$ cat config.mk
export PLATFORM = sky130hd
export DESIGN_NAME = sfi_rx_top
export DESIGN_NICKNAME = d
export VERILOG_FILES = /design/src/sfi_rx_pkg.sv /design/src/sfi_rx_top.sv /design/src/sfi_rx_idle_ctl.sv /design/src/sfi_rx_data_check.sv /design/src/sfi_rx_data_path.sv /design/src/sfi_rx_hdr_path.sv
export VERILOG_INCLUDE_DIRS = /design/src /design/src/src
export SDC_FILE = /design/constraint.sdc
export NUM_CORES = 1
export LEC_CHECK = 0
export ABC_CLOCK_PERIOD_IN_PS = 3300
export BUFFER_PORTS_ARGS = -buffer_cell sky130_fd_sc_hd__buf_2
export CAP_MARGIN = 5
export CORE_AREA = 2 2 216 218
export DETAILED_ROUTE_END_ITERATION = 16
export DIE_AREA = 0 0 218 220
export SLEW_MARGIN = 20
export SYNTH_ARGS = -nofsm -noshare
export SYNTH_HDL_FRONTEND = slang
export SYNTH_SLANG_ARGS = --single-unit
$ cat constraint.sdc
create_clock -name clk -period 3.3 [get_ports clk]
set_clock_uncertainty 0.15 [all_clocks]
set_input_delay 0.66 -clock clk [delete_from_list [all_inputs] [get_ports clk]]
set_output_delay 0.66 -clock clk [all_outputs]
set_load 0.01 [all_outputs]
$ cat src/sfi_rx_macros.svh
// Widths, counts and stall depths for the fabric receive link, included by the package and RTL
`ifndef SFI_RX_MACROS_SVH
`define SFI_RX_MACROS_SVH

// ----------------------------------------------------------------------
// Beat widths
// ----------------------------------------------------------------------

// Header flit and data beat payloads
`define SFI_HDR_W      64
`define SFI_DATA_W     128

// One bit per 32-bit word, used by data end, poison and EDB
`define SFI_DW_CNT     4

// One parity bit per 64-bit slice
`define SFI_PAR_CNT    2

// ----------------------------------------------------------------------
// VC mapping
// ----------------------------------------------------------------------

// Internal VC width and the map table of eight 4-bit slots
`define SFI_VC_W       2
`define SFI_RXMAP_W    32

// ----------------------------------------------------------------------
// Idle handshake
// ----------------------------------------------------------------------

// Fabric stall depths on the receive and transmit sides
`define SFI_RBN        3
`define SFI_TX_TBN     2

// Larger stall depth plus one
`define SFI_STALL_CNT  ((`SFI_RBN > `SFI_TX_TBN) ? (`SFI_RBN + 1) : (`SFI_TX_TBN + 1))

// Idle delay counter, wide enough for 2**(7+3)
`define SFI_IDLE_CNT_W 11

`endif
$ cat src/sfi_rx_pkg.sv
// Fabric beat types and VC map and data parity helpers shared by the receive link RTL
`include "sfi_rx_macros.svh"

package sfi_rx_pkg;

  // Flow class
  typedef logic [1:0] sfi_fc_t;

  // ----------------------------------------------------------------------
  // Header beat, wire format from the fabric
  // ----------------------------------------------------------------------

  typedef struct packed {
    logic [3:0] vc_id;     // External VC number
    sfi_fc_t    fc_id;
    logic [3:0] hdr_size;
    logic       has_data;
    logic       parity;    // Covers the header and its info bits
  } sfi_hdr_info_t;

  typedef struct packed {
    logic                  hdr_valid;
    sfi_hdr_info_t         info;
    logic [`SFI_HDR_W-1:0] header;
  } sfi_rx_hdr_t;

  // ----------------------------------------------------------------------
  // Data beat, wire format from the fabric
  // ----------------------------------------------------------------------

  // Info byte, only meaningful on the start beat of a packet
  typedef struct packed {
    logic [3:0] vc_id;
    sfi_fc_t    fc_id;
    logic [1:0] rsvd;
  } sfi_data_info_t;

  typedef struct packed {
    logic                    data_valid;
    logic                    data_start;
    logic [`SFI_DW_CNT-1:0]  data_end;
    logic [`SFI_DATA_W-1:0]  data;
    logic [`SFI_PAR_CNT-1:0] data_parity;
    logic [`SFI_DW_CNT-1:0]  data_poison;
    logic [`SFI_DW_CNT-1:0]  data_edb;
    logic                    data_aux_parity;
    sfi_data_info_t          info;
  } sfi_rx_data_t;

  // External VCs 0 to 7 only, slot vc of the table sits at bit vc*4
  function automatic logic [`SFI_VC_W-1:0] sfi_map_vc(input logic [`SFI_RXMAP_W-1:0] map,
                                                      input logic [2:0] vc);
    return map[{vc, 2'b00} +: `SFI_VC_W];
  endfunction

  // XOR parity of each 64-bit slice
  function automatic logic [`SFI_PAR_CNT-1:0] sfi_word_parity(input logic [`SFI_DATA_W-1:0] d);
    logic [`SFI_PAR_CNT-1:0] par;
    for (int i = 0; i < `SFI_PAR_CNT; i++) begin
      par[i] = ^d[i*64 +: 64];
    end
    return par;
  endfunction

endpackage

$ cat src/sfi_rx_top.sv
// Receive side of the fabric link, instantiate this to connect fabric beats to the agent
`timescale 1ns/1ns
`include "sfi_rx_macros.svh"

module sfi_rx_top
  import sfi_rx_pkg::*;
(
  input  logic                    clk,
  input  logic                    rst_b,
  input  logic                    tx_connected,
  input  logic [2:0]              cfg_idle_dly,
  input  logic [`SFI_RXMAP_W-1:0] cfg_vc_rxmap,
  input  logic                    cfg_par_off,
  input  logic                    go_idle,
  input  logic                    hdr_early_valid,
  input  logic                    data_early_valid,
  input  sfi_rx_hdr_t             rx_hdr,
  input  sfi_rx_data_t            rx_data,
  output logic                    hdr_block,
  output logic                    go_idle_ack,
  output logic                    agent_hdr_v,
  output logic [`SFI_VC_W-1:0]    agent_hdr_vc,
  output sfi_fc_t                 agent_hdr_fc,
  output logic [3:0]              agent_hdr_size,
  output logic                    agent_hdr_has_data,
  output logic [`SFI_HDR_W-1:0]   agent_hdr,
  output logic                    agent_hdr_par,
  output logic                    agent_data_v,
  output logic [`SFI_VC_W-1:0]    agent_data_vc,
  output sfi_fc_t                 agent_data_fc,
  output logic [`SFI_DATA_W-1:0]  agent_data,
  output logic [`SFI_PAR_CNT-1:0] agent_data_par,
  output logic [3:0]              err_set,
  output logic [`SFI_HDR_W-1:0]   aux_hdr,
  output logic [`SFI_DW_CNT-1:0]  edb_synd,
  output logic [`SFI_DW_CNT-1:0]  poison_synd,
  output logic [`SFI_PAR_CNT-1:0] perr_synd
);

  // Aux error of the current beat and the sticky halt built from it
  logic                  aux_perr;
  logic                  halted;
  // Last header pushed, logged with an aux error
  logic [`SFI_HDR_W-1:0] last_hdr;

  sfi_rx_hdr_path u_hdr_path (
    .clk                (clk),
    .rst_b              (rst_b),
    .tx_connected       (tx_connected),
    .cfg_vc_rxmap       (cfg_vc_rxmap),
    .rx_hdr             (rx_hdr),
    .aux_perr           (aux_perr),
    .halted             (halted),
    .agent_hdr_v        (agent_hdr_v),
    .agent_hdr_vc       (agent_hdr_vc),
    .agent_hdr_fc       (agent_hdr_fc),
    .agent_hdr_size     (agent_hdr_size),
    .agent_hdr_has_data (agent_hdr_has_data),
    .agent_hdr          (agent_hdr),
    .agent_hdr_par      (agent_hdr_par),
    .last_hdr           (last_hdr)
  );

  sfi_rx_data_path u_data_path (
    .clk           (clk),
    .rst_b         (rst_b),
    .tx_connected  (tx_connected),
    .cfg_vc_rxmap  (cfg_vc_rxmap),
    .rx_data       (rx_data),
    .halted        (halted),
    .agent_data_v  (agent_data_v),
    .agent_data_vc (agent_data_vc),
    .agent_data_fc (agent_data_fc),
    .agent_data    (agent_data)
  );

  sfi_rx_data_check u_data_check (
    .clk            (clk),
    .rst_b          (rst_b),
    .cfg_par_off    (cfg_par_off),
    .rx_data        (rx_data),
    .last_hdr       (last_hdr),
    .aux_perr       (aux_perr),
    .halted         (halted),
    .agent_data_par (agent_data_par),
    .err_set        (err_set),
    .aux_hdr        (aux_hdr),
    .edb_synd       (edb_synd),
    .poison_synd    (poison_synd),
    .perr_synd      (perr_synd)
  );

  sfi_rx_idle_ctl u_idle_ctl (
    .clk              (clk),
    .rst_b            (rst_b),
    .tx_connected     (tx_connected),
    .cfg_idle_dly     (cfg_idle_dly),
    .go_idle          (go_idle),
    .hdr_early_valid  (hdr_early_valid),
    .data_early_valid (data_early_valid),
    .hdr_block        (hdr_block),
    .go_idle_ack      (go_idle_ack)
  );

endmodule

$ cat src/sfi_rx_idle_ctl.sv
// Idle handshake that delays, raises the header block, waits out the fabric stall and acks
`timescale 1ns/1ns
`include "sfi_rx_macros.svh"

module sfi_rx_idle_ctl (
  input  logic       clk,
  input  logic       rst_b,
  input  logic       tx_connected,
  input  logic [2:0] cfg_idle_dly,
  input  logic       go_idle,
  input  logic       hdr_early_valid,
  input  logic       data_early_valid,
  output logic       hdr_block,
  output logic       go_idle_ack
);

  localparam int unsigned STALL_W = $clog2(`SFI_STALL_CNT) + 1;

  logic [`SFI_IDLE_CNT_W-1:0] idle_cnt;
  logic [`SFI_IDLE_CNT_W-1:0] idle_cnt_d;
  logic [STALL_W-1:0]         stall_cnt;
  logic [STALL_W-1:0]         stall_cnt_d;
  logic                       block_d;
  logic                       unblock;
  logic                       idle_hit;
  logic                       stall_done;

  // Drop out of the idle sequence when traffic comes or the request is withdrawn
  assign unblock = tx_connected & (hdr_early_valid | data_early_valid | ~go_idle);

  // Delay done once the counter reaches 2**(cfg_idle_dly+3)
  assign idle_hit   = idle_cnt[{1'b0, cfg_idle_dly} + 4'd3];
  assign stall_done = (stall_cnt == STALL_W'(`SFI_STALL_CNT));

  // ----------------------------------------------------------------------
  // Next state
  // ----------------------------------------------------------------------

  always_comb begin
    block_d     = hdr_block;
    idle_cnt_d  = idle_cnt;
    stall_cnt_d = stall_cnt;
    // Disconnected link freezes everything
    if (tx_connected) begin
      if (unblock) begin
        block_d     = 1'b0;
        idle_cnt_d  = '0;
        stall_cnt_d = '0;
      end else begin
        // Counter parks at the hit value while the block is up
        if (idle_hit) begin
          block_d = 1'b1;
        end else begin
          idle_cnt_d = idle_cnt + 1'b1;
        end
        // Count fabric stall cycles after the block is seen
        if (!hdr_block) begin
          stall_cnt_d = '0;
        end else if (!stall_done) begin
          stall_cnt_d = stall_cnt + 1'b1;
        end
      end
    end
  end

  always_ff @(posedge clk or negedge rst_b) begin
    if (!rst_b) begin
      hdr_block <= 1'b0;
      idle_cnt  <= '0;
      stall_cnt <= '0;
    end else begin
      hdr_block <= block_d;
      idle_cnt  <= idle_cnt_d;
      stall_cnt <= stall_cnt_d;
    end
  end

  // Ack drops in the same cycle the request goes away
  assign go_idle_ack = tx_connected & hdr_block & stall_done & ~unblock;

  // ----------------------------------------------------------------------
  // Handshake rules
  // ----------------------------------------------------------------------

  // Ack only after the block has been up for the whole fabric stall
  a_ack_after_stall: assert property (
    @(posedge clk) disable iff (!rst_b)
      $rose(go_idle_ack) |-> $past(hdr_block, `SFI_STALL_CNT)
  );

  a_block_needs_req: assert property (
    @(posedge clk) disable iff (!rst_b) $rose(hdr_block) |-> $past(go_idle)
  );

endmodule

$ cat src/sfi_rx_data_check.sv
// Data beat checker for parity, poison, EDB and aux errors, with parity folding and sticky halt
`timescale 1ns/1ns
`include "sfi_rx_macros.svh"

module sfi_rx_data_check
  import sfi_rx_pkg::*;
(
  input  logic                    clk,
  input  logic                    rst_b,
  input  logic                    cfg_par_off,
  input  sfi_rx_data_t            rx_data,
  input  logic [`SFI_HDR_W-1:0]   last_hdr,
  output logic                    aux_perr,
  output logic                    halted,
  output logic [`SFI_PAR_CNT-1:0] agent_data_par,
  output logic [3:0]              err_set,
  output logic [`SFI_HDR_W-1:0]   aux_hdr,
  output logic [`SFI_DW_CNT-1:0]  edb_synd,
  output logic [`SFI_DW_CNT-1:0]  poison_synd,
  output logic [`SFI_PAR_CNT-1:0] perr_synd
);

  logic [`SFI_DW_CNT-1:0]  end_mask;
  logic [`SFI_PAR_CNT-1:0] calc_par;
  logic [`SFI_PAR_CNT-1:0] aux_fold;
  logic                    aux_raw;

  // ----------------------------------------------------------------------
  // End mask and word syndromes
  // ----------------------------------------------------------------------

  // Highest end bit wins and covers every word below it
  always_comb begin
    end_mask = '0;
    for (int i = 0; i < `SFI_DW_CNT; i++) begin
      if (rx_data.data_end[i]) begin
        end_mask = {`SFI_DW_CNT{1'b1}} >> (`SFI_DW_CNT - 1 - i);
      end
    end
  end

  // Words past the end of the packet are don't care
  assign edb_synd    = end_mask & rx_data.data_edb;
  assign poison_synd = end_mask & rx_data.data_poison;

  // ----------------------------------------------------------------------
  // Data parity and aux parity
  // ----------------------------------------------------------------------

  assign calc_par  = sfi_word_parity(rx_data.data);
  assign perr_synd = (calc_par ^ rx_data.data_parity) & {`SFI_PAR_CNT{~cfg_par_off}};

  // Aux bit covers the side-band fields of a valid beat
  assign aux_raw = rx_data.data_valid & (^{rx_data.data_aux_parity, rx_data.data_poison,
                                           rx_data.data_edb, rx_data.data_start,
                                           rx_data.data_end, rx_data.info});

  // Parity checks off means an aux error only shows up as bad parity on slice 0
  assign aux_perr = aux_raw & ~cfg_par_off;
  assign aux_fold = {{(`SFI_PAR_CNT-1){1'b0}}, aux_raw & cfg_par_off};

  // Any error in a slice is passed on as inverted parity for that slice
  always_comb begin
    for (int i = 0; i < `SFI_PAR_CNT; i++) begin
      if (|{edb_synd[i*2 +: 2], poison_synd[i*2 +: 2], perr_synd[i], aux_fold[i]}) begin
        agent_data_par[i] = ~calc_par[i];
      end else begin
        agent_data_par[i] = calc_par[i];
      end
    end
  end

  // ----------------------------------------------------------------------
  // Error report
  // ----------------------------------------------------------------------

  // Order is aux, edb, poison, parity
  assign err_set = {aux_perr, |edb_synd, |poison_synd, |perr_synd};
  assign aux_hdr = last_hdr;

  // Sticky halt that only reset clears
  always_ff @(posedge clk or negedge rst_b) begin
    if (!rst_b) begin
      halted <= 1'b0;
    end else begin
      halted <= halted | aux_perr;
    end
  end

  // A data end gives a run of low ones that just covers its highest set bit
  a_end_mask_shape: assert property (
    @(posedge clk) disable iff (!rst_b)
      (|rx_data.data_end) |-> (((end_mask & (end_mask + 1'b1)) == '0) &&
                               (end_mask >= rx_data.data_end) &&
                               ((end_mask >> 1) < rx_data.data_end))
  );

endmodule

$ cat src/sfi_rx_data_path.sv
// Data path that forwards beats with the packet VC and flow class held and gates the agent push
`timescale 1ns/1ns
`include "sfi_rx_macros.svh"

module sfi_rx_data_path
  import sfi_rx_pkg::*;
(
  input  logic                    clk,
  input  logic                    rst_b,
  input  logic                    tx_connected,
  input  logic [`SFI_RXMAP_W-1:0] cfg_vc_rxmap,
  input  sfi_rx_data_t            rx_data,
  input  logic                    halted,
  output logic                    agent_data_v,
  output logic [`SFI_VC_W-1:0]    agent_data_vc,
  output sfi_fc_t                 agent_data_fc,
  output logic [`SFI_DATA_W-1:0]  agent_data
);

  logic [`SFI_VC_W-1:0] vc_mapped;
  logic [`SFI_VC_W-1:0] saved_vc;
  sfi_fc_t              saved_fc;
  logic                 start_beat;

  // Info byte is valid on the start beat only
  assign start_beat = rx_data.data_valid & rx_data.data_start;
  assign vc_mapped  = sfi_map_vc(cfg_vc_rxmap, rx_data.info.vc_id[2:0]);

  // Start beat uses its own info, later beats reuse what the start beat carried
  assign agent_data_vc = start_beat ? vc_mapped : saved_vc;
  assign agent_data_fc = start_beat ? rx_data.info.fc_id : saved_fc;
  assign agent_data    = rx_data.data;

  // Bad data beat itself still goes out, the halt only stops later beats
  assign agent_data_v = tx_connected & rx_data.data_valid & ~halted;

  // ----------------------------------------------------------------------
  // Packet VC and flow class hold
  // ----------------------------------------------------------------------

  always_ff @(posedge clk or negedge rst_b) begin
    if (!rst_b) begin
      saved_vc <= '0;
      saved_fc <= '0;
    end else if (tx_connected && start_beat) begin
      saved_vc <= vc_mapped;
      saved_fc <= rx_data.info.fc_id;
    end
  end

endmodule

$ cat src/sfi_rx_hdr_path.sv
// Header path that remaps the VC, fixes parity, gates the agent push and keeps the last header
`timescale 1ns/1ns
`include "sfi_rx_macros.svh"

module sfi_rx_hdr_path
  import sfi_rx_pkg::*;
(
  input  logic                    clk,
  input  logic                    rst_b,
  input  logic                    tx_connected,
  input  logic [`SFI_RXMAP_W-1:0] cfg_vc_rxmap,
  input  sfi_rx_hdr_t             rx_hdr,
  input  logic                    aux_perr,
  input  logic                    halted,
  output logic                    agent_hdr_v,
  output logic [`SFI_VC_W-1:0]    agent_hdr_vc,
  output sfi_fc_t                 agent_hdr_fc,
  output logic [3:0]              agent_hdr_size,
  output logic                    agent_hdr_has_data,
  output logic [`SFI_HDR_W-1:0]   agent_hdr,
  output logic                    agent_hdr_par,
  output logic [`SFI_HDR_W-1:0]   last_hdr
);

  logic [`SFI_VC_W-1:0] vc_mapped;

  // Internal VC from the low three bits of the external one
  assign vc_mapped = sfi_map_vc(cfg_vc_rxmap, rx_hdr.info.vc_id[2:0]);

  // Header fields pass straight through
  assign agent_hdr_vc       = vc_mapped;
  assign agent_hdr_fc       = rx_hdr.info.fc_id;
  assign agent_hdr_size     = rx_hdr.info.hdr_size;
  assign agent_hdr_has_data = rx_hdr.info.has_data;
  assign agent_hdr          = rx_hdr.header;

  // Swap the external VC out of the parity and the internal VC in
  assign agent_hdr_par = ^{rx_hdr.info.parity, rx_hdr.info.vc_id, vc_mapped};

  // Drop the header alongside a bad data beat, and everything once halted
  assign agent_hdr_v = tx_connected & rx_hdr.hdr_valid & ~(aux_perr | halted);

  // ----------------------------------------------------------------------
  // Last pushed header for the aux parity error report
  // ----------------------------------------------------------------------

  always_ff @(posedge clk or negedge rst_b) begin
    if (!rst_b) begin
      last_hdr <= '0;
    end else if (agent_hdr_v) begin
      last_hdr <= rx_hdr.header;
    end
  end

  // Halt only follows an aux error that already dropped its header
  a_halt_after_aux: assert property (
    @(posedge clk) disable iff (!rst_b) $rose(halted) |-> $past(aux_perr)
  );

endmodule

==> metrics.log <==
INFO  metric status = finished with violations
INFO  metric violations = negative setup slack
INFO  metric pin_count = 562
INFO  metric die_height = 220 microns
INFO  metric critPathSlowestCell = sky130_fd_sc_hd__xnor2_1
INFO  metric worst-path-max-fanout = 4
INFO  metric fillers = 5020
INFO  metric vias_per_cell = 3.60
INFO  metric drtPass1Iterations = 4
INFO  metric min-delay-path-class = input port to async pin
INFO  metric fmax = 301 MHz
INFO  metric worst-setup-path-type = input port to primary output
INFO  metric grt_max_degree = 64
INFO  metric cp-end-kind = primary output
INFO  metric worst_setup_hold_path_clk_slew = 0.07 ns
INFO  metric post-dp-hpwl = 24200 microns
INFO  metric port-buffer-count = 531
INFO  metric wirelength = 27600 microns
INFO  metric max_slew.worst_pin.slew = 0.846 ns
INFO  metric ff_latch_area = 2100 sq um
INFO  metric floorplan.die.width = 218 microns
INFO  metric report.power.total = 4.23 mW
INFO  metric grt_remaining_overflow = 0
INFO  metric max_cap_violations = 0
INFO  metric cts_root_buf = sky130_fd_sc_hd__clkbuf_16
INFO  metric ff2ff_path_depth = 8
INFO  metric number_of_library_cell_types_mapped_by_synthesis = 31
INFO  metric holdBufCountCts = 0
INFO  metric period_needed = 3.33 ns
INFO  metric pd_cells = 444 nW/um^2
INFO  metric vdd.ir_drop.worst = 0.000798 V
INFO  metric grt_pass1_vias = 5587
INFO  metric clock_latency_of_the_later_clocked_register_in_the_worst_skew_pair = 0.35 ns
INFO  metric antenna_violating_nets_post_route = 0
INFO  metric path_cells = buf_2 > xnor2_1 > xnor2_1 > xnor2_1 > xnor2_1 > xnor2_1 > xnor2_1 > buf_4 > mux2_4 > nand3b_1 > buf_2
INFO  metric placement.setup.worst_slack = -0.309 ns
INFO  metric postSynthCellCount = 661
INFO  metric layout.nets = 1293
INFO  metric timing.critical_path.arrival = 2.52 ns
INFO  metric std_cell_rows = 79
INFO  metric clock_tree.htree_level_count = 3
INFO  metric number_of_antenna_violations_at_the_first_check_in_global_routing = 20
INFO  metric yosysTopAreaCell = sky130_fd_sc_hd__dfrtp_1
INFO  metric timing.max_slew.rel_slack = 43.6%
INFO  metric rrSetupSlack = 0.94 ns
INFO  metric area_growth = 36.3%
INFO  metric netlist_top_cells_area = sky130_fd_sc_hd__dfrtp_1 30%, sky130_fd_sc_hd__buf_4 21%, sky130_fd_sc_hd__xnor2_1 18%, sky130_fd_sc_hd__mux2_4 11%, sky130_fd_sc_hd__mux2_2 3.9%
INFO  metric power_report.internal_total = 2.72 mW
INFO  metric fin_worst_hold_slack = 0.254 ns
INFO  metric cts.sink_count = 84
INFO  metric area_used_by_multi_input_combinational_logic = 3430 sq um
INFO  metric synth_sequential_area_ratio = 30.0%
INFO  metric synthDominantCellAreaShare = 30.0%
INFO  metric layout-drive-gt1-share = 66.0%
INFO  metric r2r-start = u_idle_ctl.idle_cnt[4]
INFO  metric fin_crit_sh = 101%
INFO  metric power_frac_seq = 24.7%
INFO  metric cp-start-kind = input port
INFO  metric cts-buffers-inserted = 9
INFO  metric floorplan.initialDensity = 15.3%
INFO  metric timing.final.ws_setup = -0.0260 ns
INFO  metric swShare = 35.8%
INFO  metric crit_required = 2.49 ns
INFO  metric finish.instance_area = 9530 sq um
INFO  metric critPathMaxStageDelay = 0.28 ns
INFO  metric synth-warning-count = 0
INFO  metric hold_viol_final = 0
INFO  metric finalSetupViolCount = 1
INFO  metric clk_path_buf_depth = 2
INFO  metric timing.final.max_slew_violations = 0
INFO  metric placedInstanceArea = 9010 sq um
INFO  metric die-area = 48000 sq um
INFO  metric share_clk_of_total_power = 24.2%
INFO  metric numPlacedInstances = 1611
INFO  metric grt_pass1_wl = 36700 microns
INFO  metric setup_repair_after_global_routing_missed_its_margin = true
INFO  metric grt.total_usage = 10.8%
INFO  metric syn_avg_cell_area = 10.6 sq um
INFO  metric path_common_cell = sky130_fd_sc_hd__xnor2_1
INFO  metric postSynthNetCount = 939
INFO  metric final_standard_cell_count_with_taps_included_and_fillers_excluded = 1634
INFO  metric netlist_area = 7000 sq um
INFO  metric ys_seq_elements = 84
INFO  metric finalWeightedCongestion = 0.968
INFO  metric design.core.area = 45900 sq um
INFO  metric comb_power_share = 51.0%
INFO  metric initialDrtViolationCount = 188
INFO  metric p_switching = 1.52 mW
INFO  metric cellLeakagePower = 4.90 nW
INFO  metric tritoncts = built
INFO  metric ff_to_ff_end = u_idle_ctl.idle_cnt[10]
INFO  metric remaining_drc_errors = 0
INFO  metric dr_total_vias = 5877
INFO  metric wl_per_cell = 16.9 microns
==> worst max-delay path, delay by kind of cell <==
family | cells | cell delay (ns)
xor+xnor | 6 | 1.09
buf+inv | 3 | 0.44
simple gates | 1 | 0.07
mux | 1 | 0.26
==> logic make-up (layout without fill, tap and decap cells) <==
kind of cell / after synthesis / after routing / share of synthesized area, %
adders and majority gates: 6 / 6 / 1.07
muxes: 88 / 88 / 18.3
AOI/OAI and AO/OA: 23 / 23 / 1.90
xor gates and xnor gates: 160 / 160 / 20.2
DFF: 84 / 84 / 30.0
buffers and inverters: 225 / 584 / 23.5
and+or+nand+nor: 75 / 75 / 4.95
other: 0 / 7 / 0
==> layout make-up <==
class,count,share of cell area (%)
Inverter,13,0.538
Timing Repair Buffer,555,30.2
Clock inverter,3,0.486
Multi-Input combinational cell,352,35.9
Tap cell,607,7.97
Antenna cell,7,0.184
Sequential cell,84,22.0
Clock buffer,13,2.62
==> through the flow <==
| step | utilization (%) | setup TNS (ns) |
|---|---|---|
| 6_report | 20.8 | -0.0260 |
| 5_1_grt | 20.8 | -0.510 |
| 4_1_cts | 20.6 | -0.0525 |
| 3_5_place_dp | 19.6 | -10.25 |
| 3_3_place_gp | 19.6 | -11.16 |
| 2_1_floorplan | - | 0 |
==> layout by cell type, fill, tap and decap left out, types with 5 or more instances in the layout <==
master | Yosys | final
sky130_fd_sc_hd__mux2_2 | 24 | 23
sky130_fd_sc_hd__inv_1 | 13 | 11
sky130_fd_sc_hd__nor3_1 | 8 | 7
sky130_fd_sc_hd__clkbuf_16 | 0 | 9
sky130_fd_sc_hd__and2_1 | 5 | 5
sky130_fd_sc_hd__nand3_1 | 9 | 9
sky130_fd_sc_hd__dfrtp_1 | 84 | 84
sky130_fd_sc_hd__xor2_1 | 16 | 14
sky130_fd_sc_hd__ha_1 | 6 | 5
sky130_fd_sc_hd__mux4_2 | 10 | 10
sky130_fd_sc_hd__nor2_1 | 18 | 18
sky130_fd_sc_hd__nand2_1 | 23 | 22
sky130_fd_sc_hd__o21ai_0 | 11 | 11
sky130_fd_sc_hd__buf_2 | 2 | 524
sky130_fd_sc_hd__mux2i_1 | 5 | 5
sky130_fd_sc_hd__a21oi_1 | 7 | 7
sky130_fd_sc_hd__xnor2_2 | 0 | 12
sky130_fd_sc_hd__diode_2 | 0 | 7
sky130_fd_sc_hd__buf_4 | 200 | 25
sky130_fd_sc_hd__xnor2_1 | 143 | 129
sky130_fd_sc_hd__buf_6 | 6 | 5
sky130_fd_sc_hd__mux2_4 | 49 | 50
==> worst max path at each step <==
stage                              end  slack [ns]          from  cells past startpoint
2_1_floorplan              agent_hdr_v        0.13  rx_data[147]                     11
3_3_place_gp   u_hdr_path.last_hdr[63]       -0.30  rx_data[147]                     12
3_5_place_dp   u_hdr_path.last_hdr[57]       -0.31  rx_data[147]                     12
4_1_cts                     err_set[0]       -0.03   rx_data[39]                     11
5_1_grt              agent_data_par[0]       -0.19   rx_data[70]                     11
6_report             agent_data_par[0]       -0.03   rx_data[24]                     11
==> routing by layer <==
| metal | track usage [%] | routed length (microns) |
|---|---|---|
| met4 | 5.08 | 1200 |
| met1 | 11.2 | 9880 |
| met2 | 19.8 | 13800 |
| met3 | 3.41 | 2610 |
| met5 | 0 | 40 |
==> power groups by stage <==
stage / clock (mW) / sequential, mW / combinational [mW]
2_1_floorplan: 0 / 1.06 / 1.22
3_3_place_gp: 0 / 1.07 / 1.96
3_5_place_dp: 0 / 1.07 / 1.97
4_1_cts: 1.09 / 1.05 / 2.06
5_1_grt: 1.13 / 1.05 / 2.32
6_report: 1.03 / 1.05 / 2.16
==> timing repair <==
action	CTS	global route
gates cloned	0	0
resized for setup	20	17
pin swaps	16	12
setup endpoints to repair	5	6
buffers inserted	1	0
==> Yosys cell counts <==
cell type	n
sky130_fd_sc_hd__a21o_1	1
sky130_fd_sc_hd__a21oi_1	7
sky130_fd_sc_hd__a22o_1	1
sky130_fd_sc_hd__and2_1	5
sky130_fd_sc_hd__and3_1	3
sky130_fd_sc_hd__buf_2	2
sky130_fd_sc_hd__buf_4	200
sky130_fd_sc_hd__buf_6	6
sky130_fd_sc_hd__clkbuf_1	4
sky130_fd_sc_hd__dfrtp_1	84
sky130_fd_sc_hd__ha_1	6
sky130_fd_sc_hd__inv_1	13
sky130_fd_sc_hd__mux2_2	24
sky130_fd_sc_hd__mux2_4	49
sky130_fd_sc_hd__mux2i_1	5
sky130_fd_sc_hd__mux4_2	10
sky130_fd_sc_hd__nand2_1	23
sky130_fd_sc_hd__nand3_1	9
sky130_fd_sc_hd__nand3b_1	1
sky130_fd_sc_hd__nand4_1	1
sky130_fd_sc_hd__nor2_1	18
sky130_fd_sc_hd__nor2b_1	4
sky130_fd_sc_hd__nor3_1	8
sky130_fd_sc_hd__nor4_1	1
sky130_fd_sc_hd__o2111a_1	1
sky130_fd_sc_hd__o211ai_1	2
sky130_fd_sc_hd__o21ai_0	11
sky130_fd_sc_hd__or3_1	2
sky130_fd_sc_hd__xnor2_1	143
sky130_fd_sc_hd__xnor3_1	1
sky130_fd_sc_hd__xor2_1	16
==> state kept, by name, summed over array words and instances (netlist names) <==
name / flops
u_hdr_path.last_hdr: 64
u_idle_ctl.stall_cnt: 3
u_data_check.halted: 1
u_idle_ctl.hdr_block: 1
u_data_path.saved_vc: 2
u_idle_ctl.idle_cnt: 11
u_data_path.saved_fc: 2
(Power assumes the default switching activity.)
